File: src/include/noc_defs.svh
`ifndef NOC_DEFS_SVH
`define NOC_DEFS_SVH

// Payload bits per flit.
`define NOC_DATA_WIDTH 32

// Mesh size in routers.
`define NOC_MAX_X 4
`define NOC_MAX_Y 4

// Local, north, east, south, west.
`define NOC_PORTS 5

// Input buffer entries.
`define FLIT_FIFO_DEPTH 4

`endif

File: src/source/noc_types_pkg.sv
`default_nettype none
`include "noc_defs.svh"

package noc_types_pkg;

    localparam int coord_x_width = $clog2(`NOC_MAX_X);
    localparam int coord_y_width = $clog2(`NOC_MAX_Y);

    typedef logic [coord_x_width-1:0] coord_x_t;
    typedef logic [coord_y_width-1:0] coord_y_t;

    // Target travels with every flit, only the head's is used for routing.
    typedef struct packed {
        coord_x_t                   target_x;
        coord_y_t                   target_y;
        logic                       last;     // Final flit of the packet.
        logic [`NOC_DATA_WIDTH-1:0] data;
    } flit_t;

endpackage

`default_nettype wire

File: src/source/route_pkg.sv
`default_nettype none
`include "noc_defs.svh"

package route_pkg;

    localparam int port_idx_width = $clog2(`NOC_PORTS);

    typedef logic [port_idx_width-1:0] port_idx_t;
    typedef logic [`NOC_PORTS-1:0] port_mask_t;

    // Port numbering of the router.
    localparam port_idx_t port_local = port_idx_t'(0);
    localparam port_idx_t port_north = port_idx_t'(1); // Toward smaller y.
    localparam port_idx_t port_east = port_idx_t'(2);  // Toward greater x.
    localparam port_idx_t port_south = port_idx_t'(3); // Toward greater y.
    localparam port_idx_t port_west = port_idx_t'(4);  // Toward smaller x.

    // One-hot mask of a single port.
    function automatic port_mask_t port_bit(input port_idx_t port);
        port_mask_t mask;
        mask = '0;
        mask[port] = 1'b1;
        return mask;
    endfunction

endpackage

`default_nettype wire

File: src/source/flit_buffer.sv
`timescale 1ns/100ps
`default_nettype none
`include "noc_defs.svh"

module flit_buffer
    import noc_types_pkg::*;
(
    input  logic  aclk,
    input  logic  reset,
    input  flit_t in_flit,
    input  logic  in_valid,
    output logic  in_ready,
    output flit_t head_flit,
    output logic  head_valid,
    input  logic  pop
);

    localparam int depth = `FLIT_FIFO_DEPTH;
    localparam int ptr_width = (depth > 1) ? $clog2(depth) : 1;
    localparam int cnt_width = $clog2(depth + 1);

    flit_t                mem [depth];
    logic [ptr_width-1:0] wr_ptr;
    logic [ptr_width-1:0] rd_ptr;
    logic [cnt_width-1:0] count;
    logic                 full;
    logic                 push;

    function automatic logic [ptr_width-1:0] next_ptr(input logic [ptr_width-1:0] ptr);
        if (ptr == ptr_width'(depth - 1)) begin
            return '0;
        end
        return ptr + 1'b1;
    endfunction

    assign full = (count == cnt_width'(depth));
    assign in_ready = !full || pop; // A pop frees the slot for this cycle's push.
    assign push = in_valid && in_ready;
    assign head_valid = (count != '0);
    assign head_flit = mem[rd_ptr];

    always_ff @(posedge aclk) begin
        if (push) begin
            mem[wr_ptr] <= in_flit;
        end
    end

    always_ff @(posedge aclk) begin
        if (reset) begin
            wr_ptr <= '0;
            rd_ptr <= '0;
            count <= '0;
        end else begin
            if (push) begin
                wr_ptr <= next_ptr(wr_ptr);
            end
            if (pop) begin
                rd_ptr <= next_ptr(rd_ptr);
            end
            case ({push, pop})
                2'b10: count <= count + 1'b1;
                2'b01: count <= count - 1'b1;
                default: count <= count;
            endcase
        end
    end

endmodule

`default_nettype wire

File: src/source/port_demux.sv
`timescale 1ns/100ps
`default_nettype none
`include "noc_defs.svh"

module port_demux
    import noc_types_pkg::*;
    import route_pkg::*;
(
    input  logic       aclk,
    input  logic       reset,
    input  flit_t      head_flit,
    input  logic       pop,
    input  port_idx_t  sel_port,
    output port_mask_t slot_free,
    output flit_t      out_flit [`NOC_PORTS],
    output port_mask_t out_valid,
    input  port_mask_t out_ready
);

    port_mask_t load;

    // Empty, or handing its flit over this cycle.
    assign slot_free = ~out_valid | out_ready;
    assign load = pop ? port_bit(sel_port) : '0;

    always_ff @(posedge aclk) begin
        for (int i = 0; i < `NOC_PORTS; i++) begin
            if (load[i]) begin
                out_flit[i] <= head_flit;
            end
        end
    end

    always_ff @(posedge aclk) begin
        for (int i = 0; i < `NOC_PORTS; i++) begin
            if (reset) begin
                out_valid[i] <= 1'b0;
            end else if (load[i]) begin
                out_valid[i] <= 1'b1;
            end else if (out_ready[i]) begin
                out_valid[i] <= 1'b0;
            end
        end
    end

endmodule

`default_nettype wire

File: src/source/route_select.sv
`timescale 1ns/100ps
`default_nettype none
`include "noc_defs.svh"

module route_select
    import noc_types_pkg::*;
    import route_pkg::*;
#(
    parameter int router_x = 0,
    parameter int router_y = 0
) (
    input  logic       aclk,
    input  logic       reset,
    input  flit_t      head_flit,
    input  logic       head_valid,
    input  port_mask_t slot_free,
    output port_idx_t  sel_port,
    output logic       sel_hit
);

    // Own position, folded into the mesh.
    localparam coord_x_t self_x = coord_x_t'(router_x % `NOC_MAX_X);
    localparam coord_y_t self_y = coord_y_t'(router_y % `NOC_MAX_Y);

    port_mask_t eligible;
    port_mask_t avail;
    port_idx_t  pick_port;
    logic       locked;
    port_idx_t  lock_port;
    logic       pop;

    // Minimal directions toward the head's target.
    always_comb begin
        eligible = '0;
        eligible[port_local] = (head_flit.target_x == self_x) &&
                               (head_flit.target_y == self_y);
        eligible[port_east] = (head_flit.target_x > self_x);
        eligible[port_west] = (head_flit.target_x < self_x);
        eligible[port_north] = (head_flit.target_y < self_y);
        eligible[port_south] = (head_flit.target_y > self_y);
    end

    assign avail = eligible & slot_free;

    // Local first, then the x axis, then the y axis.
    always_comb begin
        if (avail[port_local]) begin
            pick_port = port_local;
        end else if (avail[port_east]) begin
            pick_port = port_east;
        end else if (avail[port_west]) begin
            pick_port = port_west;
        end else if (avail[port_north]) begin
            pick_port = port_north;
        end else if (avail[port_south]) begin
            pick_port = port_south;
        end else begin
            pick_port = port_local;
        end
    end

    // Body flits follow the head's port and ignore their own target.
    always_comb begin
        if (locked) begin
            sel_port = lock_port;
            sel_hit = slot_free[lock_port];
        end else begin
            sel_port = pick_port;
            sel_hit = |avail;
        end
    end

    assign pop = head_valid && sel_hit;

    always_ff @(posedge aclk) begin
        if (reset) begin
            locked <= 1'b0;
            lock_port <= port_local;
        end else if (pop) begin
            locked <= !head_flit.last; // Released by the last flit.
            lock_port <= sel_port;
        end
    end

endmodule

`default_nettype wire

File: src/source/router_input.sv
`timescale 1ns/100ps
`default_nettype none
`include "noc_defs.svh"

module router_input
    import noc_types_pkg::*;
    import route_pkg::*;
#(
    parameter int router_x = 0,
    parameter int router_y = 0
) (
    input  logic       aclk,
    input  logic       reset,
    input  flit_t      in_flit,
    input  logic       in_valid,
    output logic       in_ready,
    output flit_t      out_flit [`NOC_PORTS],
    output port_mask_t out_valid,
    input  port_mask_t out_ready
);

    flit_t      head_flit;
    logic       head_valid;
    port_idx_t  sel_port;
    logic       sel_hit;
    port_mask_t slot_free;
    logic       pop;

    assign pop = head_valid && sel_hit; // Shared by buffer and demux.

    flit_buffer flit_buffer_inst (
        .aclk       (aclk),
        .reset      (reset),
        .in_flit    (in_flit),
        .in_valid   (in_valid),
        .in_ready   (in_ready),
        .head_flit  (head_flit),
        .head_valid (head_valid),
        .pop        (pop)
    );

    route_select #(
        .router_x (router_x),
        .router_y (router_y)
    ) route_select_inst (
        .aclk       (aclk),
        .reset      (reset),
        .head_flit  (head_flit),
        .head_valid (head_valid),
        .slot_free  (slot_free),
        .sel_port   (sel_port),
        .sel_hit    (sel_hit)
    );

    port_demux port_demux_inst (
        .aclk      (aclk),
        .reset     (reset),
        .head_flit (head_flit),
        .pop       (pop),
        .sel_port  (sel_port),
        .slot_free (slot_free),
        .out_flit  (out_flit),
        .out_valid (out_valid),
        .out_ready (out_ready)
    );

endmodule

`default_nettype wire
File: config.mk
export PLATFORM = sky130hd
export DESIGN_NAME = router_input
export DESIGN_NICKNAME = d
export VERILOG_FILES = /design/src/source/noc_types_pkg.sv /design/src/source/route_pkg.sv /design/src/source/flit_buffer.sv /design/src/source/port_demux.sv /design/src/source/route_select.sv /design/src/source/router_input.sv
export VERILOG_INCLUDE_DIRS = /design/src /design/src/include
export SDC_FILE = /design/constraint.sdc
export NUM_CORES = 1
export LEC_CHECK = 0
export BUFFER_PORTS_ARGS = -buffer_cell sky130_fd_sc_hd__buf_2
export CAP_MARGIN = 20
export CORE_MARGIN = 3
export CORE_UTILIZATION = 49
export CTS_BUF_LIST = sky130_fd_sc_hd__clkbuf_16
export DETAILED_ROUTE_END_ITERATION = 12
export PLACE_DENSITY = 0.77
export SYNTH_ARGS = -nofsm -noshare
export SYNTH_HDL_FRONTEND = slang
export SYNTH_SLANG_ARGS = --single-unit
File: constraint.sdc
create_clock -name aclk -period 4.7 [get_ports aclk]
set_input_delay 0.47 -clock aclk [delete_from_list [all_inputs] [get_ports aclk]]
set_output_delay 0.47 -clock aclk [all_outputs]
set_load 0.03 [all_outputs]
== Word-level counts from Yosys, hierarchy flattened ==
Memory sizes are Yosys's and may differ from the RTL's. A register that Yosys moved wholly into a read port is not among the register bits.
Cells that the tools add are included.

* Add/sub/neg operators: 4
* $lt $le $gt $ge: 7
* Eq/ne operators: 5
* Mux-type cells: 37
* Bitwise operators: 3
* Reduce and logical (&&, ||, !) cells: 17

{| class="wikitable"
|+ Operators by type and width
! operator !! count
|-
| 1-bit two-way mux || 21
|-
| 3-bit two-way mux || 5
|-
| 2-bit two-way mux || 7
|-
| 2-bit nonzero test || 6
|-
| 3-bit by 4-bit less-than comparator with 1-bit output, second input constant || 2
|-
| 2-bit == test, second input constant || 3
|-
| 3-bit one-hot mux with 2 select lines || 1
|-
| 5-bit AND || 1
|-
| 5-bit two-way mux || 1
|-
| 5-bit NOT || 1
|-
| 5-bit bitwise OR || 1
|-
| 5-bit OR reduction || 1
|-
| 2-bit by 1-bit adder with 2-bit output, second input constant || 2
|-
| 2-bit by 1-bit greater-than comparator with 1-bit output, second input constant || 2
|-
| 1-bit logical AND || 4
|-
| 2-bit zero test || 2
|-
| 2-bit by 1-bit less-than comparator with 1-bit output, second input constant || 2
|-
| 3-bit by 1-bit adder with 3-bit output, second input constant || 1
|-
| 1-bit binary-select mux with 3-bit select || 1
|-
| 1-bit demux with 3-bit select || 1
|-
| 3-bit == test, second input constant || 1
|-
| 3-bit by 1-bit >= comparator with 1-bit output, second input constant || 1
|-
| 3-bit nonzero test || 1
|-
| 3-bit by 1-bit subtractor with 3-bit output, second input constant || 1
|-
| 3 further kinds || 4
|}

* Flip-flop bits (word level): 201
* RAM bits: 148
* Bits of input ports: 45
* Output and inout bits: 191
* Word-level logic and storage cells: 104
* Memories: 1

{| class="wikitable"
|+ Memories
! name !! depth !! width !! rd ports !! clocked after memory_dff !! write ports !! RTL line !! source
|-
| flit_buffer_inst.mem || 4 || 37 || 1 || 1 || 1 || flit_buffer.sv:22 || <nowiki>flit_t mem [depth];</nowiki>
|}

== Depth between registers and ports, before layout ==
* Depth after elaboration: 15
* Depth in mapped cells: 13
* Gate-level depth less buffers: 11

== By module ==
A second synthesis with hierarchy kept.

* Cells, all modules: 515
* Area, all modules: 12062.8 um2

{| class="wikitable"
|+ Modules (own cells, without submodules)
! module !! instances !! cells an instance !! area an instance (um2) !! seq. area each (um2)
|-
| flit_buffer || 1 || 254 || 5875.6 || 4624.4
|-
| port_demux || 1 || 210 || 5790.6 || 5655.4
|-
| route_select || 1 || 50 || 390.4 || 80.1
|-
| router_input || 1 || 1 || 6.3 || 0.0
|}

== Worst setup path after synthesis ==
Ideal clock, no wire load.

* Path type: reg-to-reg
* Start point: register port_demux_inst.out_valid[3]
* End point: register port_demux_inst.out_flit[0] (netlist name)
* Setup time: 488 ps
* Arrival: 4288 ps
* Data required time: 4212 ps
* Path slack: -76 ps
* Cell stages (with the launch flop): 5
* Path buffers: 0
* Clock period less this slack: 4776 ps
* Cells stage by stage: dfxtp_1 -> nor2b_1 -> mux4_2 -> a211oi_4 -> nor3b_1

* Cells in the longest elaborated chain, start to end: 14
* Elaborated cells on any way between the ends: 20
* Classes of those cells: order compare (2); mux (12); bitwise (3); reduce/logical (3)

{| class="wikitable"
|+ RTL lines
! element !! RTL line !! source
|-
| from (decl) || port_demux.sv:16 || <nowiki>output port_mask_t out_valid,</nowiki>
|-
| from (signal, indexed assignment) || port_demux.sv:37 || <nowiki>out_valid[i] <= 1'b0;</nowiki>
|-
| from (signal, indexed assignment) || port_demux.sv:39 || <nowiki>out_valid[i] <= 1'b1;</nowiki>
|-
| from (signal, indexed assignment) || port_demux.sv:41 || <nowiki>out_valid[i] <= 1'b0;</nowiki>
|-
| 5-bit NOT * || port_demux.sv:23 || <nowiki>assign slot_free = ~out_valid | out_ready;</nowiki>
|-
| 5-bit bitwise OR * || port_demux.sv:23 ||
|-
| 5-bit AND || route_select.sv:43 || <nowiki>assign avail = eligible & slot_free;</nowiki>
|-
| 2-bit two-way mux || route_select.sv:55 || <nowiki>end else if (avail[port_south]) begin</nowiki>
|-
| 3-bit two-way mux || route_select.sv:53 || <nowiki>end else if (avail[port_north]) begin</nowiki>
|-
| 3-bit two-way mux || route_select.sv:51 || <nowiki>end else if (avail[port_west]) begin</nowiki>
|-
| 3-bit two-way mux || route_select.sv:49 || <nowiki>end else if (avail[port_east]) begin</nowiki>
|-
| 3-bit two-way mux || route_select.sv:47 || <nowiki>if (avail[port_local]) begin</nowiki>
|-
| 3-bit two-way mux || route_select.sv:64 || <nowiki>if (locked) begin</nowiki>
|-
| 3-bit by 4-bit less-than comparator with 1-bit output (not written as such) / 3-bit by 1-bit >= comparator with 1-bit output (equally long branches) || route_pkg.sv:22 || <nowiki>mask[port] = 1'b1;</nowiki>
|-
| 1-bit logical AND (not written as such) || route_pkg.sv:22 ||
|-
| 1-bit two-way mux (not written as such) || route_pkg.sv:22 ||
|-
| 1-bit demux with 3-bit select || - ||
|-
| 5-bit two-way mux * || port_demux.sv:24 || <nowiki>assign load = pop ? port_bit(sel_port) : '0;</nowiki>
|-
| named net port_demux_inst.load[4] || port_demux.sv:20 || <nowiki>port_mask_t load;</nowiki>
|}

The timed path passes the listed nets; every way through them passes the cells marked *. The select of a mux whose other input is x is not followed.
A chain may end at the register's enable or synchronous reset.

==> impl_summary.log <==
[metrics] critical path peak fanout: 24
[metrics] average cell area after synthesis: 23.6 µm²
[metrics] via count of the first global-routing pass: 5996
[metrics] register bit count reported by yosys: 351
[metrics] post-cts hold buffer count: 0
[metrics] Synth Area in Compound Gates: 1.93%
[metrics] number of enable-type register cells in the synthesized netlist: 333
[metrics] cts bufs inserted: 34
[metrics] part of the cycle the worst path needs: 75.9%
[metrics] fraction of synthesized area in multiplexers: 7.71%
[metrics] global routing usage summed across all routing layers: 18.0%
[metrics] post-cts sizing count: 0
[metrics] series of cell instances along the critical path: buf_4 > mux2i_1 > nand4b_1 > a21boi_2 > nor4_2 > nor3_2 > inv_1 > ha_1 > fa_1 > xnor2_1 > or3_1 > a21oi_1
[metrics] highest clock rate: 280 MHz
[metrics] met1 Resource Use GR: 22.6%
[metrics] setup repair after global routing missed its margin: false
[metrics] final weighted congestion in routability-driven placement: 0.810
[metrics] Final Max Tran Viols: 0
[metrics] adder-cell area share of the yosys netlist: 0.792%
[metrics] DIE HEIGHT: 163 µm
[metrics] maximum number of pins on one net before global-route repair: 38
[metrics] synthesized-area fraction occupied by and/or/nand/nor cells: 2.25%
[metrics] worst min-delay path startpoint: in_flit[4]
[metrics] # Post-CTS Setup Buffers: 0
[metrics] combinational share of power: 23.4%
[metrics] met3 usage: 4.35%
[metrics] CP top delay family: simple AND/OR/NAND/NOR gates
[metrics] final worst clock skew: 0.0179 ns
[metrics] total of max-cap violations: 0
[metrics] detailed router's first-iteration violation count: 433
[metrics] Remaining Overflow, GRT: 0
[metrics] Setup TNS: 0 ns
[metrics] number of gates on the worst path with buffers counted: 12
[metrics] setup slack after placement: 1.09 ns
[metrics] Buffers & Inverters on Critical Path: 2
[metrics] Top Usage Layer GRT: met2
[metrics] time the final worst path needs with I/O delays and setup: 3.57 ns
[metrics] met2 Resource Use GR: 30.9%
[metrics] Rows: 56
[metrics] syn_nets: 560
[metrics] Final #Nets: 824
[metrics] final HPWL from detailed placement: 15.2 mm
[metrics] vias per cell: 5.23
[metrics] placeable core region: 23800 µm²
[metrics] maximum cell stage delay along the critical path: 0.59 ns
[metrics] initial standard-cell utilization of the core: 50.5%
[metrics] share of flip-flops with an asynchronous set or reset after synthesis: 0%
[metrics] Synth Instances: 508
[metrics] slew at the pin closest to its max-slew limit: 1.08 ns
[metrics] Die Width: 163 µm
[metrics] Final Hold Viols: 0
[metrics] Max IR drop VDD: 0.412 mV
[metrics] number of buffers between clock root and the deepest sink: 3
[metrics] capturing element type of the critical path: register
[metrics] internal power contribution: 6640 µW
[metrics] input/output buffers: 235
[metrics] post-route cell area: 14800 µm²
[metrics] required arrival time at the worst endpoint: 5.12 ns
[metrics] worst slew margin relative to its limit: 28.0%
[metrics] Setup WS post-layout: 1.13 ns
[metrics] wirelength, routed: 23.7 mm
[metrics] Seq pwr share: 46.7%
[metrics] die area: 26400 µm²
[metrics] Seq/Total Area, Yosys: 86.3%
[metrics] outcome: complete, no violations
[metrics] Synth warnings: 0
[metrics] count of cells along the worst hold path: 1
[metrics] LEAKAGE: 0.00525 µW
[metrics] startpoint type of the worst setup path: register
[metrics] Tightest Hold Check Type: primary input to register
[metrics] fin util: 62.3%
[metrics] number of optimization iterations in the first detailed-route pass: 6
[metrics] arrival time reported for the critical path endpoint: 3.99 ns
[metrics] worst-case reg-to-reg path depth: 12
[metrics] worst setup path class: register to register
[metrics] Clock Sink Count: 351
[metrics] CTS tree: yes
[metrics] summed instance area of the synthesized netlist: 12000 µm²
[metrics] number of H-tree levels: 2
[metrics] capture endpoint of the worst hold path: flit_buffer_inst.mem[0][4]$_DFFE_PP_
[metrics] CTS root buf: sky130_fd_sc_hd__clkbuf_16
[metrics] post-route worst hold slack: 0.178 ns
[metrics] P per Cell Area: 646 nW/µm²
[metrics] fraction of layout cells with a size suffix above 1: 44.7%
[metrics] area overhead of the layout relative to synthesis: 23.3%
[metrics] Placement Cell Area: 13600 µm²
[metrics] switching power of the nets: 2910 µW
[metrics] clock power share: 29.8%
[metrics] clock network latency to the later pin of the worst-skew pair: 0.51 ns
[metrics] I/O pin cnt: 236
[metrics] master of the slowest instance on the critical path: sky130_fd_sc_hd__dfxtp_4
[metrics] RR Endpoint: flit_buffer_inst.count[2]$_SDFFE_PP0P_
[metrics] first-pass GRT wire length: 35.6 mm
[metrics] antenna violations before repair: 3
[metrics] main combinational cell family by area after synthesis: multiplexers
[metrics] post-synthesis cell type count: 43
[metrics] total via count after detailed routing: 5842
[metrics] remaining routing DRC violations: 0
[metrics] Setup-failing EPs final: 0
[metrics] prevailing post-synth register cell: sky130_fd_sc_hd__edfxtp_1
[metrics] worst reg-to-reg setup slack: 1.13 ns
[metrics] final antenna-violating net count: 0
[metrics] clock transition time at the flip-flop clock pins of the worst setup and hold paths: 0.07 ns
[metrics] drt wl/cell: 21.2 µm
[metrics] net switching fraction of the power: 30.5%
[metrics] Post-Synth XOR/XNOR Area: 0.146%
## cell usage after synthesis, drive strengths merged, types with 4 or more instances
library cell / count / share of area, %
edfxtp: 333 / 83
mux4: 38 / 7.1
dfxtp: 18 / 3.0
nor2: 17 / 0.53
buf: 10 / 0.49
nand2: 10 / 0.33
inv: 7 / 0.22
mux2i: 7 / 0.58
o21ai: 7 / 0.32
ha: 6 / 0.63
a21oi: 5 / 0.21
clkbuf: 5 / 0.16
nor2b: 5 / 0.26
and2: 4 / 0.21
nand2b: 4 / 0.21
o31ai: 4 / 0.25
## cells by family after synthesis
group                      count (synthesis)
buffers and inverters                     22
and+or+nand+nor                           52
DFF                                      351
AOI/OAI and AO/OA                         29
xor gates and xnor gates                   2
muxes                                     45
adders and majority gates                  7
## worst reg2reg max path: stages (launching register included)
cell and delay, ns:
sky130_fd_sc_hd__dfxtp_4 0.59, sky130_fd_sc_hd__buf_4 0.50, sky130_fd_sc_hd__mux2i_1 0.28, sky130_fd_sc_hd__nand4b_1 0.15, sky130_fd_sc_hd__a21boi_2 0.28, sky130_fd_sc_hd__nor4_2 0.11
sky130_fd_sc_hd__nor3_2 0.29, sky130_fd_sc_hd__inv_1 0.08, sky130_fd_sc_hd__ha_1 0.24, sky130_fd_sc_hd__fa_1 0.38, sky130_fd_sc_hd__xnor2_1 0.14, sky130_fd_sc_hd__or3_1 0.30
sky130_fd_sc_hd__a21oi_1 0.15
## worst max path at each step
stage                                                    to  slack, ns
floorplan           port_demux_inst.out_flit[111]$_DFFE_PP_       1.04
global placement     flit_buffer_inst.count[2]$_SDFFE_PP0P_       1.22
detailed placement   flit_buffer_inst.count[2]$_SDFFE_PP0P_       1.09
CTS                  flit_buffer_inst.count[2]$_SDFFE_PP0P_       1.07
global route         flit_buffer_inst.count[2]$_SDFFE_PP0P_       0.85
finish               flit_buffer_inst.count[2]$_SDFFE_PP0P_       1.13
## flip-flops by register name (all words and copies together) (netlist names), named ones only
register,flops
flit_buffer_inst.count,3
flit_buffer_inst.mem,148
flit_buffer_inst.rd_ptr,2
flit_buffer_inst.wr_ptr,2
port_demux_inst.out_flit,185
port_demux_inst.out_valid,5
route_select_inst.lock_port,3
route_select_inst.locked,1
## routing by layer
metal  routed length, µm  up-vias  part of all wire, %
met2               12100      251                   51
met1                9320     2941                   39
met5                   7        -                0.030
met4                 613        2                  2.6
li1                    -     2593                    -
met3                1680       55                  7.1
## stage by stage
step | instances | power [µW]
3_5_place_dp | 1055 | 6790
3_3_place_gp | 1055 | 6740
2_1_floorplan | 508 | 6080
6_report | 1117 | 9560
4_1_cts | 1115 | 9660
5_1_grt | 1117 | 9950
## power groups by stage
stage          logic, µW  registers [µW]  clock network (µW)
3_3_place_gp        2220            4520                   0
2_1_floorplan        922            5150                   0
5_1_grt             2400            4520                3030
4_1_cts             2270            4480                2910
3_5_place_dp        2260            4530                   0
6_report            2240            4470                2850
## cell type report
cell class	instances	area (µm²)
Antenna cell	2	5.00
Clock buffer	35	876
Clock inverter	25	317
Fill cell	1611	8950
Inverter	7	26.3
Multi-Input combinational cell	135	1580
Sequential cell	351	10400
Tap cell	319	399
Timing Repair Buffer	243	1240
## cells in the final DEF, fill, tap and decap left out, drive strengths merged, types with 2 or more instances in the layout
| master | count |
|---|---|
| o31ai | 4 |
| clkinv | 12 |
| buf | 243 |
| nand2b | 4 |
| nand3 | 2 |
| a211oi | 2 |
| ha | 6 |
| bufinv | 7 |
| nor2 | 17 |
| mux2i | 7 |
| nor3 | 3 |
| nor2b | 5 |
| diode | 2 |
| dfxtp | 18 |
| o21ba | 2 |
| nand2 | 10 |
| edfxtp | 333 |
| o211ai | 2 |
| mux4 | 38 |
| nor3b | 2 |
| and2 | 4 |
| o21ai | 7 |
| o22ai | 2 |
| clkbuf | 35 |
| a21oi | 5 |
| inv | 12 |
Power figures use the tool's default switching activity.
